File: src/hdl/dcache_params.svh
`ifndef DCACHE_PARAMS_SVH
`define DCACHE_PARAMS_SVH

// Processor side widths
`define DC_ADDR_W   32
`define DC_WORD_W   32

// Line holds four words
`define DC_LINE_W   128

// Address split: tag | index | word offset | byte
`define DC_OFFSET_W 2
`define DC_INDEX_W  4
`define DC_TAG_W    24

// Associativity
`define DC_WAYS     2

`endif

File: src/hdl/dcache_pkg.sv
package dcache_pkg;

`include "dcache_params.svh"

    // Vector types with a meaning of their own
    typedef logic [`DC_ADDR_W-1:0]   addr_t;
    typedef logic [`DC_WORD_W-1:0]   word_t;
    typedef logic [`DC_LINE_W-1:0]   line_t;
    typedef logic [`DC_INDEX_W-1:0]  index_t;
    typedef logic [`DC_OFFSET_W-1:0] offset_t;
    typedef logic [`DC_TAG_W-1:0]    tag_t;
    typedef logic [`DC_WORD_W/8-1:0] strb_t;

    // One bit per way, one-hot for writes
    typedef logic [`DC_WAYS-1:0]     way_vec_t;

    // Controller sequence
    typedef enum logic [2:0] {
        IDLE, LOOKUP, REFILL, FILL_WR, REREAD, WR_MEM, DONE
    } dc_state_e;

endpackage

File: src/hdl/bram_bytewrite.sv
`timescale 1ns/1ps

module bram_bytewrite #(
    parameter int DATA_WIDTH = 128,
    parameter int ADDR_WIDTH = 4
) (
    input  logic                    clk,
    input  logic [ADDR_WIDTH-1:0]   waddr,
    input  logic [DATA_WIDTH-1:0]   din,
    input  logic [DATA_WIDTH/8-1:0] we,
    input  logic [ADDR_WIDTH-1:0]   raddr,
    output logic [DATA_WIDTH-1:0]   dout
);

    localparam int DEPTH = 1 << ADDR_WIDTH;
    localparam int LANES = DATA_WIDTH / 8;

    logic [DATA_WIDTH-1:0] mem [DEPTH];

    // Byte lanes written independently
    always_ff @(posedge clk) begin
        for (int b = 0; b < LANES; b++) begin
            if (we[b]) begin
                mem[waddr][b*8 +: 8] <= din[b*8 +: 8];
            end
        end
        // Registered read, old word on a same address collision
        dout <= mem[raddr];
    end

endmodule

File: src/hdl/dcache_data.sv
`timescale 1ns/1ps

`include "dcache_params.svh"

module dcache_data
    import dcache_pkg::*;
(
    input  logic     clk,
    // Read side, both ways in parallel
    input  index_t   rd_index,
    output line_t    dout0,
    output line_t    dout1,
    // Write side
    input  index_t   wr_index,
    input  line_t    line_din,
    input  word_t    word_din,
    input  offset_t  word_offset,
    input  strb_t    byte_en,
    input  way_vec_t wr_way,
    input  logic     replace
);

    localparam int LANES = `DC_LINE_W / 8;

    logic [LANES-1:0] lane_we;
    logic [LANES-1:0] we0;
    logic [LANES-1:0] we1;
    line_t            ram_din;

    ////////////////////////////////////////////////////
    // Lane enables and write data
    ////////////////////////////////////////////////////
    always_comb begin
        if (replace) begin
            // Refill, whole line
            lane_we = '1;
            ram_din = line_din;
        end else begin
            // Store, 4 lanes per word and 32 bits per word
            lane_we = LANES'(byte_en) << {word_offset, 2'b00};
            ram_din = line_t'(word_din) << {word_offset, 5'b00000};
        end
    end

    // Only the selected way sees enables
    assign we0 = wr_way[0] ? lane_we : '0;
    assign we1 = wr_way[1] ? lane_we : '0;

    bram_bytewrite #(.DATA_WIDTH(`DC_LINE_W), .ADDR_WIDTH(`DC_INDEX_W)) way0 (
        .clk   (clk),
        .waddr (wr_index),
        .din   (ram_din),
        .we    (we0),
        .raddr (rd_index),
        .dout  (dout0)
    );

    bram_bytewrite #(.DATA_WIDTH(`DC_LINE_W), .ADDR_WIDTH(`DC_INDEX_W)) way1 (
        .clk   (clk),
        .waddr (wr_index),
        .din   (ram_din),
        .we    (we1),
        .raddr (rd_index),
        .dout  (dout1)
    );

endmodule

File: config.mk
export PLATFORM = sky130hd
export DESIGN_NAME = dcache_data
export DESIGN_NICKNAME = d
export VERILOG_FILES = /design/src/hdl/dcache_pkg.sv /design/src/hdl/bram_bytewrite.sv /design/src/hdl/dcache_data.sv
export VERILOG_INCLUDE_DIRS = /design/src /design/src/hdl
export SDC_FILE = /design/constraint.sdc
export NUM_CORES = 2
export LEC_CHECK = 0
export BUFFER_PORTS_ARGS = -buffer_cell sky130_fd_sc_hd__buf_2
export CORE_MARGIN = 2
export CORE_UTILIZATION = 60
export DETAILED_ROUTE_END_ITERATION = 10
export GPL_ROUTABILITY_DRIVEN = 0
export PLACE_DENSITY_LB_ADDON = 0.25
export SYNTH_ARGS = -nofsm -noshare
export SYNTH_HDL_FRONTEND = slang
export SYNTH_SLANG_ARGS = --single-unit
File: constraint.sdc
create_clock -name clk -period 6.3 [get_ports clk]
set_clock_uncertainty 0.15 [all_clocks]
set_input_delay 0.63 -clock clk [delete_from_list [all_inputs] [get_ports clk]]
set_output_delay 0.63 -clock clk [all_outputs]
set_load 0.01 [all_outputs]
==> impl_metrics.json <==
{
  "outcome": "finished clean",
  "final_common_cell": "edfxtp_1",
  "yosys_warnings": 0,
  "mostFrequentLayoutCells": "edfxtp_1, mux4_2, a22oi_1",
  "drive_gt1_share_pct": 24.6,
  "drt_iter0_drc": 12859,
  "core_area_sq_um": 268000,
  "slowest_delay_ns": 0.94,
  "cp.arrival_ns": 3.81,
  "ys_seq_area_share_pct": 78.9,
  "place_hpwl_um": 265000,
  "num_io_pins": 434,
  "finalMaxSlewViolations": 0,
  "dr.pass1.iters": 6,
  "grt_max_degree": 162,
  "die_w_um": 524,
  "worst_setup_path_end_kind": "flop",
  "port_buffers": 433,
  "post-place-ws_ns": 2.03,
  "path_cells": "buf_2 > nor2b_1 > nand3_4 > buf_4 > nor2_1",
  "grt_usage_pct": 32.3,
  "synth_area_sq_um": 162000,
  "ys_seq_elements": 4352,
  "tightest_slew_ns": 1.49,
  "clk_latency_ns": 0.97,
  "hold_buffers": 0,
  "drv_cap": 0,
  "peakVddDrop_mv": 0.245,
  "fin_util_pct": 67.9,
  "synth_cells": 7670,
  "nets": 8350,
  "viasPerCell": 6.90,
  "wl_per_cell_um": 36.5,
  "drtAntennaViolNets": 0,
  "clkTransAtPathRegs_ns": 0.06,
  "multiInputGateArea_sq_um": 32300,
  "drc": 0,
  "tns_ns": 0,
  "fin_crit_ns": 3.41,
  "fmax_mhz": 293,
  "cts_tree": "yes",
  "wl_um": 443000,
  "fin_ws_ns": 2.89,
  "critical_path_required_ns": 6.70,
  "syn_nets": 7848,
  "start_util_pct": 60.5,
  "power_leakage_nw": 55.1,
  "overflow": 0,
  "start_kind": "input pin",
  "grt_pass1_vias": 81785,
  "p_per_area_nw_per_um2": 337,
  "hold_class": "in2reg",
  "syn2layout_area_growth_pct": 12.3,
  "post_cts_buffers": 0,
  "slowest_stage": "nor2_1",
  "cts_buffers": 416,
  "regArea_sq_um": 128000,
  "cts.path.max_buffers": 4,
  "die_area_sq_um": 275000,
  "final_hold_viol_count": 0,
  "critPathKind": "in2reg",
  "relSlewSlack_pct": 0.449,
  "cts_num_sinks": 4352,
  "htreeDepth": 5,
  "ys_types": 20,
  "n_fill_cell": 16166,
  "setup_viol": 0,
  "finalCritPeriodShare_pct": 54.2,
  "antenna_found_initial": 42,
  "rsz0062_at_grt": "false",
  "avgSynthCellArea_sq_um": 21.2,
  "grt_first_pass_wirelength_um": 617000,
  "core.rowCount": 190,
  "path_max_fanout": 20,
  "die_h_um": 524,
  "ctsResizeCount": 0,
  "root_buffer": "clkbuf_16",
  "via_count": 83717
}
## per-stage QoR
stage               total power, W  cells  cell area [sq um]  hold slack, ns
floorplan                   0.0349   7670             162000           0.485
global placement            0.0365  11306             168000           0.496
detailed placement          0.0366  11306             168000           0.509
CTS                         0.0614  12086             182000           0.116
global route                0.0627  12099             182000           0.122
finish                      0.0614  12138             182000           0.140
## power by group
group | internal, W | switching (W) | leakage (nW) | total [W]
Sequential | 0.0323 | 0.000243 | 35.3 | 0.0326
Combinational | 0.00106 | 0.00244 | 13.1 | 0.00350
Clock | 0.0144 | 0.0109 | 6.73 | 0.0253
## metal layers
layer / part of all wire (%) / vias to the layer above / track usage [%]
met1: 35 / 43763 / 43.5
met2: 48 / 6098 / 49.3
met5: 0.032 / - / 0
met3: 11 / 1048 / 7.64
li1: - / 32786 / -
met4: 5.9 / 22 / 18.4
## worst max-delay path, delay by kind of cell
| family | cells | cell delay (ns) |
|---|---|---|
| and+or+nand+nor | 3 | 2.33 |
| buffers and inverters | 2 | 0.77 |
## area by class of cell
type / count / share of cell area (%)
Clock inverter: 241 / 1.45
Timing Repair Buffer: 566 / 1.89
Sequential cell: 4352 / 70.3
Multi-Input combinational cell: 2836 / 17.7
Clock buffer: 539 / 6.15
Tap cell: 3552 / 2.44
Antenna cell: 52 / 0.0714
## state kept, by name, indices dropped and copies added, names as in the netlist
signal and count:
way0.dout 128, way0.mem 2048, way1.dout 128, way1.mem 2048
## path summary, 6_finish.rpt
kind / start / end / slack [ns] / depth (start not counted)
worst max-delay path: wr_index[0] / way0.mem[13][47]$_DFFE_PP_ / 2.89 / 5
worst min-delay path: rd_index[3] / way1.dout[120]$_DFF_P_ / 0.14 / 3
worst max register to register: way0.mem[11][38]$_DFFE_PP_ / way0.dout[38]$_DFF_P_ / 4.31 / 3
worst min register to register: way1.mem[0][0]$_DFFE_PP_ / way1.dout[0]$_DFF_P_ / 0.51 / 3
## cell families after synthesis
kind of cell           synth area share [%]
flip-flops                             78.9
multiplexers                           14.0
AND/OR/NAND/NOR                        2.24
AO/OA/AOI/OAI                          3.49
buffers and inverters                  1.35
## synth_stat cells
library cell  count  area, sq um
edfxtp_1       4096       123000
a31o_2            4         35.0
dfxtp_1         256         5120
clkbuf_1        209          785
buf_2           223         1120
buf_6            11          124
nor2b_1          17          106
nand2_1         298         1120
a22o_1          128         1120
buf_1            34          128
nand3_1          83          415
and2_1            4         25.0
nand4_1           1         6.26
a22oi_1         589         4420
mux2i_1         308         3080
a21o_1           12         90.1
mux4_2          870        19600
buf_4             5         37.5
nor2_1          521         1960
nor3_1            1         5.00
No activity file was read; power rests on OpenSTA's default activity.
