## src/hdl/dcache_params.svh

```systemverilog
`ifndef DCACHE_PARAMS_SVH
`define DCACHE_PARAMS_SVH

// Processor side widths
`define DC_ADDR_W   32
`define DC_WORD_W   32

// Line holds four words
`define DC_LINE_W   128

// Address split: tag | index | word offset | byte
`define DC_OFFSET_W 2
`define DC_INDEX_W  4
`define DC_TAG_W    24

// Associativity
`define DC_WAYS     2

`endif

```

## src/hdl/dcache_pkg.sv

```systemverilog
package dcache_pkg;

`include "dcache_params.svh"

    // Vector types with a meaning of their own
    typedef logic [`DC_ADDR_W-1:0]   addr_t;
    typedef logic [`DC_WORD_W-1:0]   word_t;
    typedef logic [`DC_LINE_W-1:0]   line_t;
    typedef logic [`DC_INDEX_W-1:0]  index_t;
    typedef logic [`DC_OFFSET_W-1:0] offset_t;
    typedef logic [`DC_TAG_W-1:0]    tag_t;
    typedef logic [`DC_WORD_W/8-1:0] strb_t;

    // One bit per way, one-hot for writes
    typedef logic [`DC_WAYS-1:0]     way_vec_t;

    // Controller sequence
    typedef enum logic [2:0] {
        IDLE, LOOKUP, REFILL, FILL_WR, REREAD, WR_MEM, DONE
    } dc_state_e;

endpackage

```

## src/hdl/dcache_tag.sv

```systemverilog
`timescale 1ns/1ps

`include "dcache_params.svh"

module dcache_tag
    import dcache_pkg::*;
(
    input  logic     clk,
    input  logic     rst_n,
    // Lookup
    input  index_t   rd_index,
    input  tag_t     lookup_tag,
    output way_vec_t hit,
    output logic     lru_way,
    // Update
    input  index_t   wr_index,
    input  tag_t     wr_tag,
    input  way_vec_t tag_we,
    input  logic     lru_touch,
    input  logic     lru_way_used
);

    localparam int SETS = 1 << `DC_INDEX_W;

    tag_t            tag_mem [SETS][`DC_WAYS];
    way_vec_t        valid_mem [SETS];
    logic [SETS-1:0] lru_mem;

    // Registered read stage
    tag_t            rd_tag [`DC_WAYS];
    way_vec_t        rd_valid;
    logic            rd_lru;

    ////////////////////////////////////////////////////
    // Storage
    ////////////////////////////////////////////////////
    always_ff @(posedge clk) begin
        for (int w = 0; w < `DC_WAYS; w++) begin
            if (tag_we[w]) begin
                tag_mem[wr_index][w] <= wr_tag;
            end
        end
        rd_tag <= tag_mem[rd_index];
    end

    always_ff @(posedge clk or negedge rst_n) begin
        if (!rst_n) begin
            for (int s = 0; s < SETS; s++) begin
                valid_mem[s] <= '0;
            end
            lru_mem  <= '0;
            rd_valid <= '0;
            rd_lru   <= 1'b0;
        end else begin
            // A written tag makes its way valid
            valid_mem[wr_index] <= valid_mem[wr_index] | tag_we;
            // Victim becomes the way not just used
            if (lru_touch) begin
                lru_mem[wr_index] <= ~lru_way_used;
            end
            rd_valid <= valid_mem[rd_index];
            rd_lru   <= lru_mem[rd_index];
        end
    end

    ////////////////////////////////////////////////////
    // Compare
    ////////////////////////////////////////////////////
    always_comb begin
        for (int w = 0; w < `DC_WAYS; w++) begin
            hit[w] = rd_valid[w] && (rd_tag[w] == lookup_tag);
        end
    end

    assign lru_way = rd_lru;

endmodule

```

## config.mk

```make
export PLATFORM = sky130hd
export DESIGN_NAME = dcache_tag
export DESIGN_NICKNAME = d
export VERILOG_FILES = /design/src/hdl/dcache_pkg.sv /design/src/hdl/dcache_tag.sv
export VERILOG_INCLUDE_DIRS = /design/src /design/src/hdl
export SDC_FILE = /design/constraint.sdc
export NUM_CORES = 1
export LEC_CHECK = 0
export BUFFER_PORTS_ARGS = -buffer_cell sky130_fd_sc_hd__buf_4
export CAP_MARGIN = 40
export CELL_PAD_IN_SITES_DETAIL_PLACEMENT = 0
export CELL_PAD_IN_SITES_GLOBAL_PLACEMENT = 1
export CORE_UTILIZATION = 30
export DETAILED_ROUTE_END_ITERATION = 10
export HOLD_SLACK_MARGIN = 0.02
export PLACE_DENSITY = 0.47
export SYNTH_ARGS = -nofsm -noshare
export SYNTH_HDL_FRONTEND = slang
export SYNTH_SLANG_ARGS = --single-unit
export TNS_END_PERCENT = 30
```

## constraint.sdc

```tcl
create_clock -name clk -period 2.1 [get_ports clk]
set_clock_uncertainty 0.15 [all_clocks]
set_input_delay 0 -clock clk [delete_from_list [all_inputs] [get_ports clk]]
set_output_delay 0 -clock clk [all_outputs]
set_load 0.005 [all_outputs]
```

==> flow_metrics.tcl, run 1 <==
set metrics [dict create \
    register_area_um2 25300 \
    numCtsBuffers 94 \
    routed_wl_um 88600 \
    core_area_um2 107000 \
    mostFrequentLayoutCells "edfxtp_1, mux4_2, buf_4, a22oi_1, clkbuf_16" \
    rsz0062_at_grt "yes" \
    synth_area_leaders "edfxtp_1, mux4_2, dfrtp_1" \
    intPower_mw 30.3 \
    multi_input_area_um2 7090 \
    start_util_pct 30.3 \
    path_clk_slew_ns 0.06 \
    synthCells 1487 \
    fill_cells 9908 \
    setup_viol 2 \
    drt_first_pass_iters 5 \
    grt_pass1_vias 17000 \
    crit_path_start_kind "flop" \
    cts_root_buffer "clkbuf_16" \
    post_drt_wl_per_cell_um 27.8 \
    hp-class "in -> reg" \
    clkLatencyLatePin_ns 0.65 \
    hold_violations 0 \
    synth_seq_cells 867 \
    p_per_area_nw_per_um2 980 \
    drv_slew 0 \
    drc_errors 0 \
    via_per_inst 4.92 \
    endpoint_kind "output port" \
    seqPwrFrac_pct 50.8 \
    globalplace.congestion 0.773 \
    synth_warnings 0 \
    final_common_cell "edfxtp_1" \
    min_period_over_period_pct 114 \
    power_mw 38.7 \
    die_x_um 331 \
    switching_share_pct 21.7 \
    areaGrowthSynthToFinish_pct 21.7 \
    tightest_slew_ns 0.713 \
    drv_cap 0 \
    ant_nets 0 \
    synth_top_area_share_pct 71.1 \
    dieArea_um2 109000 \
    pwr-share-clk_pct 42.9 \
    synth_nets 1549 \
    violations "negative setup slack" \
    max_freq_mhz 417 \
    max_slew_margin_pct 52.5 \
    htreeDepth 3 \
    leakagePower_nw 12.7 \
    synth_cell_types 24 \
    p_switching_mw 8.39 \
    antenna_found_initial 1 \
    num_rows 120 \
    top_level_ports 65 \
    dieHeight_um 331 \
    arrival_ns 2.25 \
    finalInstanceArea_um2 39500 \
    nets 1764 \
    whs_ns 0.0693 \
    worst_slack_ns -0.300 \
    vdd_drop_max_mv 0.633 \
    cts_tree "built" \
    min_period_ns 2.40 \
    grt_max_degree 52 \
    fin_tns_setup_ns -0.574 \
    cts_buffer_depth 3 \
    required_ns 1.95 \
    synth_area_leader_cell "edfxtp_1" \
    post_cts_buffers 0 \
    grt_first_pass_wirelength_um 125000 \
    syn_area_um2 32400 \
    dr.first_iter.drc_count 1300 \
    dpl.hpwl_um 50000 \
    syn_avg_cell_area_um2 21.8 \
    dr_total_vias 15700 \
    worstSetupPathType "reg -> out" \
    crit_fanout 1 \
    detailed_place.area_um2 35800 \
    drive_gt1_share_pct 32.4 \
    yosysSeqAreaShare_pct 78.0 \
    antenna_cells 0 \
    pwr-share-comb_pct 6.3 \
    grt-ovfl-total 0 \
    clock-sinks 867 \
    status "finished with violations" \
    port_buffers 64 \
    track_usage_pct 16.5 \
]
synthesized netlist by cell type:
cell type and n:
dfrtp_1 51, a22oi_1 102, nand4_1 4, edfxtp_1 768, clkbuf_1 38, nand2_1 61
nand3_1 7, buf_4 5, xor2_1 30, xnor2_1 18, nand2b_1 2, o31ai_1 16
nor2_1 34, nor3_1 2, or2_2 33, mux4_2 204, buf_6 14, nor4_1 8
buf_1 4, nor2b_1 4, buf_2 17, o21ai_0 16, dfxtp_1 48, and2_1 1
cell type report:
| type | instances | area share [%] |
|---|---|---|
| Clock buffer | 129 | 6.52 |
| Clock inverter | 48 | 1.38 |
| Sequential cell | 867 | 64.1 |
| Multi-Input combinational cell | 542 | 18.0 |
| Timing Repair Buffer | 197 | 5.61 |
| Tap cell | 1403 | 4.45 |
cells by family (layout without fill, tap and decap cells):
logic type / after synthesis / after routing / synth area share, %
DFF: 867 / 867 / 78.0
AOI/OAI and AO/OA: 134 / 134 / 2.98
xor gates and xnor gates: 48 / 48 / 1.30
buffers and inverters: 78 / 374 / 1.35
and+or+nand+nor: 156 / 156 / 2.24
muxes: 204 / 204 / 14.2
what timing repair did:
action	in CTS	in global routing
resized for setup	15	17
hold endpoints to repair	891	0
pin swaps	5	3
hold buffers	45	0
setup endpoints to repair	2	4
stage by stage:
step	cells	utilization, %	setup slack [ns]
floorplan	1487	-	-0.146
global placement	2964	33.4	0.139
detailed placement	2964	33.4	0.174
CTS	3186	36.8	-0.335
global route	3186	36.8	-0.418
finish	3186	36.8	-0.300
power by group through the flow:
stage                     combinational (mW)  clock (mW)  sequential (mW)
after floorplan                         1.28           0             19.9
after global placement                  2.33           0             20.0
after detailed placement                2.36           0             20.0
after CTS                               2.47        17.0             19.7
after global routing                    2.65        17.6             19.7
final                                   2.45        16.6             19.7
final timing paths:
check | start | to | slack, ns | cells past startpoint
max | rd_tag[0] | hit[1] | -0.30 | 6
min | tag_we[0] | tag_mem[5][40] | 0.07 | 4
max reg2reg | tag_mem[2][37] | rd_tag[37] | 0.20 | 4
min reg2reg | valid_mem[7] | valid_mem[7] | 0.31 | 1
max in group asynchronous | rst_n | valid_mem[27] | 0.98 | 3
min in group asynchronous | rst_n | lru_mem[7] | 0.33 | 3
flip-flops by register name, indices dropped and copies added (netlist names):
name and cells:
tag_mem 768, lru_way 1, rd_valid 2, lru_mem 16
rd_tag 48, valid_mem 32
critical path, stage by stage, from the launching register on:
cell and delay, ns:
dfxtp_4 0.36, xor2_2 0.16, nor4_4 0.34, nand3_2 0.17, nor4_2 0.24, buf_4 0.20
buf_4 0.12
metal layers:
metal	wire length, um	GRT usage (%)
met5	0	0
met4	1930	4.30
met3	3840	2.44
met2	41100	25.7
met1	41700	24.0
Power figures use the tool's default switching activity.
==> inputs of run 2 (changes only) <==
Settings changed: PLACE_DENSITY 0.47 to 0.58, RECOVER_POWER from default to 50, SLEW_MARGIN from default to 20.
==> run 2 against run 1 <==
The flow finishes with violations (max-capacitance violations, max-slew violations, negative setup slack). Sequential share of layout area is 0.19 points higher. Flip-flop and latch count unchanged. Utilization down 0.11 points. First-iteration DRC count grew 37%. Global-route usage shrank 0.61 points. Maximum frequency decreased by 3.2%. Sequential power barely moved. Non-clock buffer count is 1 lower. Critical endpoint is now hit[0]. Highest routed layer unchanged.
==> flow_metrics.tcl, run 2 (same netlist as run 1, synthesis figures left out) <==
set metrics [dict create \
    power_mw 38.3 \
    max_freq_mhz 403 \
    ant_nets 0 \
    crit_fanout 1 \
    arrival_ns 2.33 \
    rsz0062_at_grt "yes" \
    die_x_um 331 \
    globalplace.congestion 0.789 \
    largest_reg_flops 768 \
    leakagePower_nw 12.6 \
    grt_pass1_vias 16700 \
    drv_cap 1 \
    worst_slack_ns -0.379 \
    drc_errors 0 \
    final_common_cell "edfxtp_1" \
    htreeDepth 3 \
    endpoint_kind "output port" \
    drt_first_pass_iters 6 \
    tightest_slew_ns 1.58 \
    post_drt_wl_per_cell_um 27.0 \
    port_buffers 64 \
    dieArea_um2 109000 \
    vdd_drop_max_mv 0.591 \
    grt_first_pass_wirelength_um 122000 \
    antenna_found_initial 4 \
    areaGrowthSynthToFinish_pct 21.4 \
    reg.largest.list "tag_mem: 768 flops, rd_tag: 48 flops, valid_mem: 32 flops" \
    routed_wl_um 85700 \
    violations "max-capacitance violations, max-slew violations, negative setup slack" \
    via_per_inst 5.02 \
    required_ns 1.95 \
    dr_total_vias 16000 \
    path_clk_slew_ns 0.06 \
    clock-sinks 867 \
    cts_root_buffer "clkbuf_16" \
    cts_tree "built" \
    min_period_ns 2.48 \
    start_util_pct 30.3 \
    dr.first_iter.drc_count 1785 \
    status "finished with violations" \
    numCtsBuffers 91 \
    post_cts_buffers 0 \
    final_core_utilization_pct 36.7 \
    crit_path_start_kind "flop" \
    setup_viol 5 \
    pre_cts_ws_ns -0.0922 \
    min_period_over_period_pct 118 \
    drv_slew 34 \
    num_rows 120 \
    hp-class "in -> reg" \
    dpl.hpwl_um 47900 \
    nets 1760 \
    grt_max_degree 52 \
    top_register "tag_mem" \
    r2r_slack_ns 0.59 \
    top_level_ports 65 \
    mostFrequentLayoutCells "edfxtp_1, mux4_2, a22oi_1, clkbuf_16, buf_4" \
    drive_gt1_share_pct 31.5 \
    hold_violations 0 \
    p_per_area_nw_per_um2 974 \
    dieHeight_um 331 \
    worstSetupPathType "reg -> out" \
    grt-ovfl-total 0 \
    clkLatencyLatePin_ns 0.65 \
    cts_buffer_depth 3 \
    max_slew_margin_pct -5.35 \
    track_usage_pct 15.8 \
    core_area_um2 107000 \
]
run 2: through the flow:
step / cells / hold slack, ns / setup TNS [ns] / area (um^2)
after floorplan: 1487 / -0.446 / -7.13 / 32400
after detailed placement: 2966 / -0.0771 / -0.0922 / 35900
after global routing: 3178 / 0.0864 / -2.49 / 39400
after CTS: 3179 / 0.0338 / -3.01 / 39500
after global placement: 2966 / -0.0809 / -0.0202 / 35900
final: 3180 / 0.0844 / -0.948 / 39400
run 2: what timing repair did:
item	in CTS	in global routing
hold buffers	43	0
endpoints found under the hold margin	887	0
pin swaps	6	3
resized for setup	17	9
setup endpoints to repair	2	26
run 2: critical path, cell delays in order, from the launching register on:
cell and delay, ns:
dfxtp_2 0.37, xnor2_1 0.13, nand4_1 0.37, nor4_4 0.56, buf_4 0.19, buf_6 0.08
run 2: final timing paths:
kind                          startpoint  cells after the start        endpoint
setup / recovery              rd_tag[41]                      5          hit[0]
hold reg to reg            valid_mem[24]                      1   valid_mem[24]
setup reg to reg           tag_mem[6][9]                      3       rd_tag[9]
max in group asynchronous          rst_n                      3   valid_mem[14]
min in group asynchronous          rst_n                      3     lru_mem[14]
hold / removal                 tag_we[0]                      4  tag_mem[0][46]
run 2: layer usage:
metal	GRT usage (%)	up-vias	share of wire (%)
li1	-	6609	-
met1	23.7	8644	46
met2	23.5	607	44
met3	3.38	115	7.7
met4	3.81	0	2.0
met5	0	-	0
run 2: layout make-up:
class / instances / area [um^2]
diodes: 2 / 5.00
clock buffers: 118 / 2490
clock inverters: 52 / 584
fillers: 9793 / 67800
multi-input cells: 542 / 7070
flip-flops and latches: 867 / 25300
well taps: 1403 / 1760
repair buffers: 196 / 2160
run 2: report_power, final:
| part | switching [mW] | internal, mW | total [mW] | leakage, nW |
|---|---|---|---|---|
| sequential | 0.271 | 19.4 | 19.7 | 7.91 |
| combinational | 1.32 | 1.05 | 2.37 | 3.19 |
| clock | 6.75 | 9.55 | 16.3 | 1.49 |
==> inputs of run 3 (changes only) <==
Settings changed: PLACE_DENSITY 0.58 to 0.5.
==> run 3 against run 2 <==
Die area unchanged. Routed wire length increased by 3.7%. Highest routed layer is now met5. The run ends with negative setup slack left. Via count down 0.86%. Sequential share of layout area hardly changed. Register-to-register slack got worse by 0.42 ns.
==> flow_metrics.tcl, run 3 (same netlist as run 1, synthesis figures left out) <==
set metrics [dict create \
    start_util_pct 30.3 \
    crit_path_start_kind "flop" \
    min_period_over_period_pct 113 \
    via_per_inst 4.95 \
    grt-ovfl-total 0 \
    fill_cells 9861 \
    clkLatencyLatePin_ns 0.65 \
    reg.largest.list "tag_mem: 768 flops, rd_tag: 48 flops, valid_mem: 32 flops" \
    required_ns 1.95 \
    hp-class "in -> reg" \
    violations "negative setup slack" \
    endpoint_kind "output port" \
    critPathMostFrequentCell "buf_4" \
    crit_fanout 1 \
    largest_reg_flops 768 \
    dpl.hpwl_um 49500 \
    antenna_cells 0 \
    critPathSlowestCell "nor4_2" \
    max_slew_margin_pct 2.62 \
    nets 1775 \
    htreeDepth 3 \
    vdd_drop_max_mv 0.565 \
    final_core_utilization_pct 36.7 \
    cts_root_buffer "clkbuf_16" \
    num_rows 120 \
    top_level_ports 65 \
    die_x_um 331 \
    top_register "tag_mem" \
    ant_nets 0 \
    numCtsBuffers 94 \
    routed_wl_um 88900 \
    drc_errors 0 \
    grt_pass1_vias 17000 \
    track_usage_pct 16.6 \
    areaGrowthSynthToFinish_pct 21.3 \
    fin_tns_setup_ns -0.587 \
    cp_top_family "simple AND/OR/NAND/NOR gates" \
    leakagePower_nw 12.6 \
    path_clk_slew_ns 0.06 \
    worst_slack_ns -0.269 \
    dieArea_um2 109000 \
    globalplace.congestion 0.804 \
    rsz0062_at_grt "yes" \
    setup_viol 4 \
    worstSetupPathType "reg -> out" \
    whs_ns 0.0568 \
    hold_violations 0 \
    p_per_area_nw_per_um2 976 \
    core_area_um2 107000 \
    clock-sinks 867 \
    final_common_cell "edfxtp_1" \
    arrival_ns 2.22 \
    grt_first_pass_wirelength_um 126000 \
    max_freq_mhz 422 \
    min_period_ns 2.37 \
    grt_max_degree 52 \
    port_buffers 64 \
    drt_first_pass_iters 5 \
    post_drt_wl_per_cell_um 27.8 \
    cts_buffer_depth 3 \
    drv_slew 0 \
    dr.first_iter.drc_count 1394 \
    slowest_delay_ns 0.40 \
    status "finished with violations" \
    crit_buf_inv 2 \
    dieHeight_um 331 \
    path_cells "xnor2_1 -> nand4_1 -> nor4_2 -> buf_4 -> buf_4" \
    tightest_slew_ns 1.46 \
    antenna_found_initial 1 \
    cts_tree "built" \
    dr_total_vias 15800 \
    mostFrequentLayoutCells "edfxtp_1, mux4_2, a22oi_1, clkbuf_16, buf_4" \
    drive_gt1_share_pct 31.6 \
    drv_cap 0 \
]
run 3: changes by cell type in the layout (fill, tap and decap cells not counted), moves of 3 or more:
| cell | delta |
|---|---|
| buf_12 | -14 |
| clkbuf_8 | +8 |
| clkbuf_1 | +14 |
| inv_6 | -3 |
| bufinv_16 | -5 |
| clkinvlp_4 | -5 |
| clkinv_1 | -5 |
| clkinv_2 | -3 |
| dlygate4sd3_1 | +5 |
| buf_4 | +20 |
| clkinv_8 | +3 |
run 3: cell type report:
type | instances | area [um^2] | area share (%)
Sequential cell | 867 | 25300 | 64.3
Clock buffer | 144 | 2720 | 6.91
Multi-Input combinational cell | 542 | 7100 | 18.0
Clock inverter | 34 | 387 | 0.982
Timing Repair Buffer | 208 | 2090 | 5.31
Tap cell | 1403 | 1760 | 4.46
run 3: per-stage QoR:
step	power, mW	setup slack [ns]	cells	instance area (um^2)
final	38.4	-0.269	3198	39400
after global routing	39.7	-0.327	3198	39400
after CTS	38.9	-0.331	3198	39400
after detailed placement	22.4	0.0741	2971	35700
after global placement	22.3	0.0875	2971	35700
after floorplan	21.2	-0.146	1487	32400
run 3: worst paths after layout:
| check | start | endpoint | slack [ns] | depth (start not counted) |
|---|---|---|---|---|
| worst max-delay path | rd_tag[39] | hit[0] | -0.27 | 5 |
| worst min-delay path | tag_we[1] | tag_mem[12][16] | 0.06 | 4 |
| worst max register to register | tag_mem[3][40] | rd_tag[40] | 0.17 | 4 |
| worst min register to register | valid_mem[3] | valid_mem[3] | 0.32 | 1 |
| max in group asynchronous | rst_n | valid_mem[12] | 0.38 | 3 |
| min in group asynchronous | rst_n | lru_mem[2] | 0.58 | 3 |
run 3: timing repair:
item / in CTS / in global routing
hold endpoints to repair: 884 / 0
hold buffers: 49 / 0
resized for setup: 18 / 18
buffers inserted: 0 / 0
pin swaps: 5 / 2
setup endpoints to repair: 2 / 8
run 3: tightest hold or removal path, delay by kind of cell:
| family | cells | cell delay, ns |
|---|---|---|
| buf+inv | 2 | 0.32 |
| simple gates | 2 | 0.36 |
run 3: report_power, final:
part	switching, mW	leakage [nW]	total (mW)	internal [mW]
combinational	1.37	3.20	2.43	1.07
clock	6.80	1.52	16.3	9.51
sequential	0.266	7.91	19.7	19.4
run 3: per-layer routing:
metal | vias up | track usage (%) | wire (um)
li1 | 6648 | - | -
met1 | 8656 | 23.4 | 40900
met2 | 435 | 26.1 | 41500
met3 | 97 | 3.27 | 4950
met4 | 2 | 4.30 | 1510
met5 | - | 0 | 17
