### config.mk
export PLATFORM = sky130hd
export DESIGN_NAME = dcache_ctrl
export DESIGN_NICKNAME = d
export VERILOG_FILES = /design/src/hdl/dcache_pkg.sv /design/src/hdl/dcache_ctrl.sv
export VERILOG_INCLUDE_DIRS = /design/src /design/src/hdl
export SDC_FILE = /design/constraint.sdc
export NUM_CORES = 1
export LEC_CHECK = 0
export BUFFER_PORTS_ARGS = -buffer_cell sky130_fd_sc_hd__buf_4
export CAP_MARGIN = 20
export CELL_PAD_IN_SITES_DETAIL_PLACEMENT = 0
export CELL_PAD_IN_SITES_GLOBAL_PLACEMENT = 2
export CORE_AREA = 2 2 300 302
export CTS_CLUSTER_SIZE = 12
export DETAILED_ROUTE_END_ITERATION = 10
export DIE_AREA = 0 0 302 304
export HOLD_SLACK_MARGIN = 0.08
export PLACE_DENSITY_LB_ADDON = 0.1
export SYNTH_ARGS = -nofsm -noshare
export SYNTH_HDL_FRONTEND = slang
export SYNTH_SLANG_ARGS = --single-unit
### constraint.sdc
create_clock -name clk -period 12.97 [get_ports clk]
set_input_delay 1.297 -clock clk [delete_from_list [all_inputs] [get_ports clk]]
set_output_delay 1.297 -clock clk [all_outputs]
set_load 0.01 [all_outputs]
### src/hdl/dcache_params.svh
`ifndef DCACHE_PARAMS_SVH
`define DCACHE_PARAMS_SVH

// Processor side widths
`define DC_ADDR_W   32
`define DC_WORD_W   32

// Line holds four words
`define DC_LINE_W   128

// Address split: tag | index | word offset | byte
`define DC_OFFSET_W 2
`define DC_INDEX_W  4
`define DC_TAG_W    24

// Associativity
`define DC_WAYS     2

`endif

### src/hdl/dcache_pkg.sv
package dcache_pkg;

`include "dcache_params.svh"

    // Vector types with a meaning of their own
    typedef logic [`DC_ADDR_W-1:0]   addr_t;
    typedef logic [`DC_WORD_W-1:0]   word_t;
    typedef logic [`DC_LINE_W-1:0]   line_t;
    typedef logic [`DC_INDEX_W-1:0]  index_t;
    typedef logic [`DC_OFFSET_W-1:0] offset_t;
    typedef logic [`DC_TAG_W-1:0]    tag_t;
    typedef logic [`DC_WORD_W/8-1:0] strb_t;

    // One bit per way, one-hot for writes
    typedef logic [`DC_WAYS-1:0]     way_vec_t;

    // Controller sequence
    typedef enum logic [2:0] {
        IDLE, LOOKUP, REFILL, FILL_WR, REREAD, WR_MEM, DONE
    } dc_state_e;

endpackage

### src/hdl/dcache_ctrl.sv
`timescale 1ns/1ps

`include "dcache_params.svh"

module dcache_ctrl
    import dcache_pkg::*;
(
    input  logic     clk,
    input  logic     rst_n,
    // APB slave
    input  logic     psel,
    input  logic     penable,
    input  logic     pwrite,
    input  addr_t    paddr,
    input  word_t    pwdata,
    input  strb_t    pstrb,
    output word_t    prdata,
    output logic     pready,
    // Backing memory
    output logic     mem_req,
    output logic     mem_we,
    output addr_t    mem_addr,
    output word_t    mem_wdata,
    output strb_t    mem_wstrb,
    input  line_t    mem_rline,
    input  logic     mem_ack,
    // Tag part
    output index_t   rd_index,
    output tag_t     lookup_tag,
    input  way_vec_t hit,
    input  logic     lru_way,
    output way_vec_t tag_we,
    output logic     lru_touch,
    output logic     lru_way_used,
    // Data part
    input  line_t    dout0,
    input  line_t    dout1,
    output index_t   wr_index,
    output way_vec_t wr_way,
    output logic     replace,
    output line_t    line_din,
    output word_t    word_din,
    output offset_t  word_offset,
    output logic [`DC_WORD_W/8-1:0] byte_en
);

    localparam int LINE_LSB = `DC_OFFSET_W + 2;

    dc_state_e state;
    dc_state_e state_nx;
    index_t    idx;
    offset_t   offset;
    logic      any_hit;
    logic      victim;
    way_vec_t  victim_vec;
    line_t     hit_line;
    line_t     fill_line;

    ////////////////////////////////////////////////////
    // Address decode and read mux
    ////////////////////////////////////////////////////
    assign lookup_tag = paddr[`DC_ADDR_W-1 -: `DC_TAG_W];
    assign idx        = paddr[LINE_LSB +: `DC_INDEX_W];
    assign offset     = paddr[2 +: `DC_OFFSET_W];
    assign rd_index   = idx;
    assign wr_index   = idx;

    assign any_hit  = |hit;
    assign hit_line = hit[1] ? dout1 : dout0;
    assign prdata   = hit_line[{offset, 5'b00000} +: `DC_WORD_W];

    // Store path, straight from APB
    assign word_din    = pwdata;
    assign word_offset = offset;
    assign byte_en     = pstrb;
    assign line_din    = fill_line;
    assign victim_vec  = way_vec_t'(1'b1) << victim;

    ////////////////////////////////////////////////////
    // FSM
    ////////////////////////////////////////////////////
    always_comb begin
        state_nx = state;
        case (state)
            // Wait for SETUP, index goes to the arrays now
            IDLE:    if (psel && !penable) state_nx = LOOKUP;
            LOOKUP:  begin
                if (pwrite) state_nx = WR_MEM;
                else if (any_hit) state_nx = IDLE;
                else state_nx = REFILL;
            end
            REFILL:  if (mem_ack) state_nx = FILL_WR;
            FILL_WR: state_nx = REREAD;
            // New line and tag land in the read stage
            REREAD:  state_nx = DONE;
            WR_MEM:  if (mem_ack) state_nx = DONE;
            DONE:    state_nx = IDLE;
            default: state_nx = IDLE;
        endcase
    end

    always_ff @(posedge clk or negedge rst_n) begin
        if (!rst_n) begin
            state  <= IDLE;
            victim <= 1'b0;
        end else begin
            state <= state_nx;
            // Hold the victim across the refill
            if (state == LOOKUP) victim <= lru_way;
        end
    end

    // Line only valid in the ack cycle
    always_ff @(posedge clk) begin
        if (state == REFILL && mem_ack) fill_line <= mem_rline;
    end

    ////////////////////////////////////////////////////
    // Array write controls
    ////////////////////////////////////////////////////
    always_comb begin
        wr_way       = '0;
        replace      = 1'b0;
        tag_we       = '0;
        lru_touch    = 1'b0;
        lru_way_used = 1'b0;
        if (state == LOOKUP && any_hit) begin
            lru_touch    = 1'b1;
            lru_way_used = hit[1];
            // Write hit updates the cached word
            if (pwrite) wr_way = hit;
        end else if (state == FILL_WR) begin
            wr_way       = victim_vec;
            replace      = 1'b1;
            tag_we       = victim_vec;
            lru_touch    = 1'b1;
            lru_way_used = victim;
        end
    end

    // Zero wait state on a read hit
    assign pready = (state == LOOKUP && !pwrite && any_hit) || (state == DONE);

    // Memory request, qualifiers stable while waiting
    assign mem_req   = (state == REFILL) || (state == WR_MEM);
    assign mem_we    = (state == WR_MEM);
    assign mem_addr  = mem_we ? {paddr[`DC_ADDR_W-1:2], 2'b00}
                              : {paddr[`DC_ADDR_W-1:LINE_LSB], LINE_LSB'(0)};
    assign mem_wdata = pwdata;
    assign mem_wstrb = pstrb;

endmodule

==> results of run 1 <==
flip-flops by register name, indices dropped and copies added, names as in the netlist:
register / flops
line_din: 128
state: 3
victim: 1
metal layers:
layer	vias up	part of all wire
met5	-	0.00091
met1	2799	0.31
met4	6	0.020
met3	56	0.087
li1	2539	-
met2	277	0.58
area by class of cell:
class                           count  area [µm²]  area share
Clock inverter                     14        90.1     0.00730
Inverter                            1        3.75    0.000304
Tap cell                         1176        1470       0.119
Multi-Input combinational cell    199        2110       0.171
Timing Repair Buffer              571        4290       0.347
Sequential cell                   132        3940       0.320
Clock buffer                       17         425      0.0345
Antenna cell                        3        7.51    0.000608
logic make-up after synthesis:
kind of cell | synth area share
and+or+nand+nor | 0.0768
other | 0.000517
xor gates and xnor gates | 0.00121
DFF | 0.544
muxes | 0.202
buffers and inverters | 0.167
AOI/OAI and AO/OA | 0.00949
power by group through the flow:
stage | combinational [mW] | clock (mW) | sequential [mW]
3_5_place_dp | 0.456 | 0 | 0.602
6_report | 0.438 | 0.441 | 0.591
2_1_floorplan | 0.181 | 0 | 0.632
3_3_place_gp | 0.461 | 0 | 0.603
4_1_cts | 0.456 | 0.464 | 0.593
5_1_grt | 0.474 | 0.481 | 0.601
worst min path at each step:
stage	to	slack (ns)	start
6_report	victim	0.60	victim
5_1_grt	state[0]	0.62	rst_n
4_1_cts	victim	0.60	victim
3_5_place_dp	victim	0.58	victim
3_3_place_gp	victim	0.59	victim
2_1_floorplan	victim	0.53	victim
through the flow:
stage | total power, mW | cells | cell area (µm²) | setup WS, ns
after floorplan | 0.814 | 493 | 7260 | 8.17
after global placement | 1.06 | 2079 | 11800 | 7.89
after detailed placement | 1.06 | 2079 | 11800 | 8.00
after CTS | 1.51 | 2110 | 12300 | 8.00
after global routing | 1.56 | 2113 | 12300 | 7.83
final | 1.47 | 2113 | 12300 | 8.13
worst max-delay path, cell delays in order:
cell and delay [ns]:
buf_4 0.64, buf_4 0.62, mux4_2 0.60, nand2_1 0.09, nand2_1 0.06, buf_4 0.15
synthesized netlist by cell type, types with 2 or more instances:
master      n  area (µm²)
buf_4     139        1040
edfxtp_1  128        3840
nand2_1    69         259
mux4_2     64        1440
nand2b_1   33         206
buf_2      10        50.1
clkbuf_1    7        26.3
nor2_1      7        26.3
a21oi_1     4        20.0
dfrtp_1     4         100
and3_1      3        18.8
buf_12      3        60.1
nand3b_1    2        15.0
nor2b_1     2        12.5
o21ai_0     2        10.0
==> metrics.txt, run 1 <==
Core Box Area ~90000 µm²; GRT met1 Usage 0.0832; Clock Power Share 0.300; DRT antenna net count 0; global route overflow 0; Worst-path clk slew about 0.060 ns; Fmax achieved 206 MHz; RR Endpoint line_din[44]; die area about 90000 µm²; TritonCTS clock tree done; TritonCTS Buffers 17; antenna violations before repair 6; R2R depth 4; Post-synth top flop edfxtp_1; Final HPWL DP approximately 39000 µm; io pins just under 800; vias per inst between 2 and 3; Worst Hold Depth 1; Critical Path AT 3.55 ns; critical path startpoint category input pin; Post-synth EDFFs approximately 130; DRC 0; clk root buf clkbuf_16; PortBufs 568; WHS 0.596 ns; WL/cell roughly 21 µm; final WL roughly 45000 µm; crit path kind in2out; Worst Path Required roughly 12 ns; Final Hold Fails 0; hold buffer count at CTS 0; sequential fraction of the synthesis area 0.544; GRT busiest layer met2; Layout Utilization 0.139; #FFs+latches synth 132; row count 110; Leak Pwr around 5 nW; Hold Crit Class reg2reg; Critical Path Start hit[1]; RSZ-0062 raised after global routing no; outcome completed; Reg power frac 0.402; Final Max Slew Viols 0; Worst R2R Start state[2]; P_int 1.03 mW; fin crit share 0.373; clock network latency to the later pin of the worst-skew pair 0.43 ns; pin count of the biggest net entering global routing 72; NetSw 0.445 mW; syn avg cell area ~15 µm²; Switching Fraction 0.303; Die W approximately 300 µm; Synth cell types 30; final setup fails 0; Placer Congestion roughly 0.77; Pwr per Cell Area 119 nW/µm²; fillers roughly 10k; worst-case clock buffer depth 2; Gate Count Post-Synth 492; maximum VDD drop between 80 and 90 µV; setup TNS 0 ns; Initial Util 0.0815; Resize count post-CTS 0; Clock Sinks around 130; Period minus WS final between 4 and 5 ns; first-pass iteration count of the detailed router 4; endpoint class of the critical path output pin; global-route wire length before repair a little under 60000 µm; Logic pwr share 0.298; 1st-iter DRT viols about 190; maximum capacitance violations 0; via count approximately 5.7k; area grow syn2layout 70.1%; commonest non-fill, non-tap cell in the layout buf_4; DIE HEIGHT around 300 µm; most frequent cells in the layout buf_4, edfxtp_1, nand2_1; Synth Cell Area just over 7000 µm²; Worst R2R Setup Slack approximately 10 ns; Setup crit end prdata[18]; Setup Buffers After CTS 0; gr usage total 0.0953; vias in the first global route between 6k and 7k; fin nets about 1.4k; measured slew at the worst slew-check pin ~1.1 ns; met3 Resource Use GR 0.0422; yosys warns 0; max_slew headroom 0.271; fraction of registers with async set/reset 0.0303; share of cells above drive strength 1 0.713; Setup Skew 0.00815 ns; CTS H-tree lvls 4; Crit Path Max Fanout 40; met2 usage 0.190
(Power assumes the default switching activity.)
==> inputs of run 2 (changes only) <==
- CORE_AREA: 2 2 300 302 -> 2 2 298 300
- DIE_AREA: 0 0 302 304 -> 0 0 300 302
- clock period: 12.97 -> 4.1 ns (I/O delays scaled with it)
==> run 2 against run 1 <==
Cell area rose by 0.82%. Sequential cell count did not move. Non-clock buffer count rose by 3. Sequential power rose to 3.2 times the previous value. Die area fell by 1.3%. Via count rose by 3.6%. Setup slack got worse by 6.7 ns. First-iteration DRC count fell by 3.1%. Core utilization rose by 0.35 points. Largest cell class unchanged. Highest routed layer unchanged.
==> metrics.txt, run 2 (synthesis results as in run 1) <==
Final Cell Area 12400 µm² (was 12300 µm²); Buf/Inv on CP 3 (unchanged); die area 90600 µm² (was 91800 µm²); Switching Fraction 0.311 (was 0.303); WHS 0.141 ns (was 0.596 ns); R2R depth 2 (was 4); Reg power frac 0.390 (was 0.402); end of the worst hold path line_din[62] (was victim); area grow syn2layout 71.5% (was 70.1%); Final Hold Fails 0 (unchanged); Non-Filler Instances 2108 (was 2113); Die W 300 µm (was 302 µm); Leak Pwr 5.06 nW (was 5.02 nW); row count 109 (was 110); Clock Sinks 132 (unchanged); TritonCTS clock tree done (unchanged); worst-case clock buffer depth 2 (unchanged); DRT antenna net count 0 (unchanged); fin nets 1386 (was 1383); outcome completed (unchanged); Logic pwr share 0.295 (was 0.298); Worst Hold Depth 1 (unchanged); Core Box Area 87600 µm² (was 89000 µm²); P_int 3.30 mW (was 1.03 mW); Setup Skew 0.0196 ns (was 0.00815 ns); NetSw 1.49 mW (was 0.445 mW); fillers 9982 (was 10.1k); most frequent cells in the layout buf_4, edfxtp_1, nand2_1 (unchanged); Critical-path top delay cell mux4_2 (was buf_4); commonest non-fill, non-tap cell in the layout buf_4 (unchanged); Setup Buffers After CTS 0 (unchanged); global-route wire length before repair 55900 µm (was 58100 µm); RSZ-0062 raised after global routing no (unchanged); pre-CTS WS 1.34 ns (was 8.00 ns); Initial Util 0.0829 (was 0.0815); CP max stage delay 0.55 ns (was 0.64 ns); gr usage total 0.0910 (was 0.0953); measured slew at the worst slew-check pin 0.795 ns (was 1.09 ns); Hold Crit Start mem_rline[62] (was victim); Hold Crit Class in2reg (was reg2reg); Final HPWL DP 37400 µm (was 38500 µm); io pins 769 (unchanged); vias per inst 2.79 (was 2.69); final setup margin 1.43 ns (was 8.13 ns); PortBufs 568 (unchanged); Worst R2R Setup Slack 1.88 ns (was 10.00 ns); TritonCTS Buffers 17 (unchanged); maximum capacitance violations 0 (unchanged); Layout Utilization 0.142 (was 0.139); Pwr per Cell Area 385 nW/µm² (was 119 nW/µm²); first-pass iteration count of the detailed router 4 (unchanged); global route overflow 0 (unchanged); RR Endpoint line_din[121] (was line_din[44]); via count 5880 (was 5677); Final Max Slew Viols 0 (unchanged); setup TNS 0 ns (unchanged); fin crit share 0.651; vias in the first global route 6328 (was 6318); pin count of the biggest net entering global routing 67 (was 72); Placer Congestion 0.711 (was 0.775); clock network latency to the later pin of the worst-skew pair 0.43 ns (about the same); WL/cell 20.5 µm (was 21.3 µm); Critical Path, Cell by Cell buf_4 > buf_12 > mux4_2 > nand2_1 > nand2_1 > buf_4 (was buf_4 > buf_4 > mux4_2 > nand2_1 > nand2_1 > buf_4); Worst-path clk slew 0.08 ns (was 0.06 ns); Worst R2R Start state[1] (was state[2]); clk root buf clkbuf_16 (unchanged); share of cells above drive strength 1 0.714 (was 0.713); Placed Cells 2070 (was 2079); crit path kind in2out (unchanged); Total Power 4.78 mW (was 1.47 mW); Resize count post-CTS 0 (unchanged); maximum VDD drop 240 µV (was 84.8 µV); CTS H-tree lvls 4 (unchanged); Worst Path Required 3.69 ns (was 11.67 ns); critical path startpoint category input pin (unchanged); DIE HEIGHT 302 µm (was 304 µm); 1st-iter DRT viols 186 (was 192); final WL 43100 µm (was 44900 µm); DRC 0 (unchanged); Critical Path AT 2.26 ns (was 3.55 ns); max_slew headroom 0.470 (was 0.271); Fmax achieved between 300 and 400 MHz; endpoint class of the critical path output pin (unchanged); Largest register FFs 128 (unchanged); final setup fails 0 (unchanged); Post-Place Cell Area 11900 µm² (was 11800 µm²); Period minus WS final 2.67 ns; antenna violations before repair 16 (was 6); delay-heaviest family, CP buffers and inverters (unchanged); Crit Path Max Fanout 42 (was 40); Clock Power Share 0.315 (was 0.300)
==> run 2: changes by cell type in the layout (fill, tap and decap cells not counted), sizes merged <==
cell,delta
clkinv,-9
inv,+9
buf,+2
diode,+2
clkbuf,+1
dlygate4sd3,+1
==> run 2: what timing repair did <==
item	4_1_cts	5_1_grt
hold endpoints to repair	4	0
hold buffers	1	0
endpoints found under the setup margin	0	0
==> run 2: power groups by stage <==
| stage | Clock, mW | Sequential [mW] | Combinational, mW |
|---|---|---|---|
| CTS | 1.58 | 1.87 | 1.47 |
| global route | 1.62 | 1.89 | 1.53 |
| finish | 1.51 | 1.87 | 1.41 |
| global placement | 0 | 1.90 | 1.49 |
| floorplan | 0 | 1.98 | 0.574 |
| detailed placement | 0 | 1.90 | 1.47 |
==> run 2: worst register-to-register path: cells and delay by family (launching register included) <==
kind / cells / cell delay [ns]
buffers and inverters: 1 / 0.38
flip-flops: 1 / 0.68
AND/OR/NAND/NOR: 1 / 0.77
==> run 2: cell type report <==
type	count	area, µm²	area share
Antenna cell	5	12.5	0.00101
Clock buffer	18	429	0.0345
Clock inverter	14	134	0.0108
Inverter	1	3.75	0.000302
Multi-Input combinational cell	199	2110	0.170
Sequential cell	132	3940	0.317
Tap cell	1165	1460	0.117
Timing Repair Buffer	574	4350	0.350
==> run 2: worst max path at each step <==
stage,startpoint,endpoint,slack (ns),cells past startpoint
detailed placement,hit[1],prdata[14],1.34,6
global route,hit[1],prdata[31],1.26,6
global placement,hit[1],prdata[14],1.32,6
finish,hit[1],prdata[31],1.43,6
floorplan,state[1],line_din[0],1.33,2
CTS,hit[1],prdata[14],1.34,6
==> run 2: routing by layer <==
layer	up-vias	part of all wire	GRT usage
li1	2547	-	-
met5	-	0.0031	0
met4	22	0.013	0.0198
met2	490	0.48	0.153
met1	2746	0.32	0.0848
met3	75	0.18	0.0751
==> inputs of run 3 (changes only) <==
- CORE_AREA: 2 2 298 300 -> 2 2 299 301
- DIE_AREA: 0 0 300 302 -> 0 0 301 303
- clock period: 4.1 -> 2.69 ns (I/O delays scaled with it)
==> run 3 against run 2 <==
Sequential share of layout area is 3.2 points lower. First-iteration DRC count is 1.1% higher. Clock skew is 0.0062 ns lower. Count of clock-buffer cells in the layout stayed put. Non-clock buffer count is 140 higher. Cell count is 6.6% higher. Critical path depth is 1 higher. Register-to-register slack worse by 0.95 ns. Wire length is 4.9% lower. Critical endpoint is now prdata[4]. Highest routed layer unchanged.
==> metrics.txt, run 3 (synthesis results as in run 1) <==
outcome completed (unchanged); Initial Util 0.0825 (was 0.0829); Period minus WS final 2.05 ns; TritonCTS Buffers 17 (unchanged); maximum VDD drop 471 µV (was 240 µV); commonest non-fill, non-tap cell in the layout buf_4 (unchanged); DIE HEIGHT 303 µm (was 302 µm); Hold Crit Class in2reg (unchanged); Placer Congestion 0.684 (was 0.711); Pwr per Cell Area 532 nW/µm² (was 385 nW/µm²); CTS H-tree lvls 4 (unchanged); Worst R2R Start state[2] (was state[1]); Worst Path Required 2.42 ns (was 3.69 ns); Final Hold Fails 0 (unchanged); critical path startpoint category input pin (unchanged); Die W 301 µm (was 300 µm); antenna violations before repair 14 (was 16); share of cells above drive strength 1 0.629 (was 0.714); TritonCTS clock tree done (unchanged); fin nets 1526 (was 1386); Crit Path Max Fanout 27 (was 42); via count 6317 (was 5880); final WL 41000 µm (was 43100 µm); RSZ-0062 raised after global routing no (unchanged); first-pass iteration count of the detailed router 4 (unchanged); clock network latency to the later pin of the worst-skew pair 0.43 ns (about the same); Core Box Area 88000 µm² (was 87600 µm²); endpoint class of the critical path output pin (unchanged); Largest register FFs 128 (unchanged); Final HPWL DP 35300 µm (was 37400 µm); row count 109 (unchanged); maximum capacitance violations 0 (unchanged); Setup Skew 0.0134 ns (was 0.0196 ns); Hold Crit Start mem_ack (was mem_rline[62]); gr usage total 0.0854 (was 0.0910); Layout Utilization 0.158 (was 0.142); pin count of the biggest net entering global routing 59 (was 67); Final Max Slew Viols 0 (unchanged); Clock Sinks 132 (unchanged); setup TNS 0 ns (unchanged); final setup fails 0 (unchanged); vias in the first global route 7099 (was 6328); io pins 769 (unchanged); 1st-iter DRT viols 188 (was 186); fillers 9930 (was 9982); global route overflow 0 (unchanged); Critical Path AT 1.78 ns (was 2.26 ns); global-route wire length before repair 54400 µm (was 55900 µm); Non-Filler Instances 2248 (was 2108); fin crit share 0.763; Worst Hold Depth 4 (was 1); Resize count post-CTS 0 (unchanged); crit path kind in2out (unchanged); area grow syn2layout 91.0% (was 71.5%); worst-case clock buffer depth 2 (unchanged); clk root buf clkbuf_16 (unchanged); vias per inst 2.81 (was 2.79); DRT antenna net count 0 (unchanged); RR Endpoint line_din[23] (was line_din[121]); Leak Pwr 5.66 nW (was 5.06 nW); Worst-path clk slew 0.07 ns (was 0.08 ns); Worst R2R Setup Slack 0.93 ns (was 1.88 ns); R2R depth 3 (was 2); WL/cell 18.2 µm (was 20.5 µm); die area 91200 µm² (was 90600 µm²); Placed Cells 2081 (was 2070); most frequent cells in the layout buf_4, dlygate4sd3_1, edfxtp_1 (was buf_4, edfxtp_1, nand2_1); PortBufs 568 (unchanged); end of the worst hold path state[0] (was line_din[62]); Fmax achieved between 400 and 500 MHz; DRC 0 (unchanged)
==> run 3: cell count changes in the layout (fill, tap and decap cells not counted) <==
| cell | change |
|---|---|
| clkinv_2 | +3 |
| clkinv_1 | +3 |
| dlygate4sd3_1 | +129 |
| inv_6 | -3 |
| buf_12 | +5 |
| buf_4 | +6 |
| bufinv_16 | +1 |
| clkinv_4 | +2 |
| inv_8 | -6 |
==> run 3: power by group <==
part / switching, mW / leakage (nW) / internal, mW
Sequential: 0.155 / 1.22 / 2.69
Combinational: 1.06 / 4.18 / 1.25
Clock: 0.944 / 0.259 / 1.26
Total: 2.16 / 5.66 / 5.21
==> run 3: worst max-delay path by stage <==
| stage | start | to | slack, ns | cells past startpoint |
|---|---|---|---|---|
| 2_1_floorplan | state[1] | line_din[0] | 0.54 | 2 |
| 3_3_place_gp | hit[1] | prdata[12] | 0.55 | 6 |
| 3_5_place_dp | hit[1] | prdata[12] | 0.55 | 6 |
| 4_1_cts | hit[1] | prdata[12] | 0.55 | 6 |
| 5_1_grt | state[1] | mem_req | 0.48 | 4 |
| 6_report | hit[1] | prdata[4] | 0.64 | 7 |
==> run 3: stage by stage <==
step | hold WS (ns) | setup slack, ns | area, µm² | total power [mW]
final | 0.174 | 0.637 | 13900 | 7.37
after global routing | 0.166 | 0.481 | 13800 | 7.80
after CTS | 0.139 | 0.551 | 13800 | 7.60
after detailed placement | 0.0784 | 0.546 | 12000 | 5.13
after global placement | 0.0790 | 0.549 | 12000 | 5.16
after floorplan | -0.0266 | 0.540 | 7260 | 3.88
==> run 3: layout make-up <==
class | count | area (µm²) | area share
antenna | 5 | 12.5 | 0.000903
clock buffer | 18 | 429 | 0.0310
clock inverter | 14 | 114 | 0.00822
inverter | 1 | 3.75 | 0.000271
multi-input combinational | 199 | 2110 | 0.152
sequential | 132 | 3940 | 0.285
tap | 1165 | 1460 | 0.105
timing repair buffer | 714 | 5790 | 0.418
==> run 3: worst max-delay path: stages <==
cell	delay, ns
buf_4	0.21
buf_12	0.28
buf_4	0.18
mux4_2	0.49
nand2_1	0.09
nand2_1	0.07
buf_4	0.15
==> run 3: layer usage <==
metal / vias to the layer above / share of wire / global-route usage / wire [µm]
met4: 16 / 0.0077 / 0.0150 / 317
met1: 2920 / 0.35 / 0.0860 / 14300
li1: 2829 / - / - / -
met2: 509 / 0.47 / 0.142 / 19100
met5: - / 0.0025 / 0 / 103
met3: 43 / 0.17 / 0.0642 / 7150
==> run 3: timing repair <==
| item | in CTS | in global routing |
|---|---|---|
| hold buffers | 130 | 0 |
| hold endpoints to repair | 133 | 0 |
| buffers inserted | 0 | 0 |
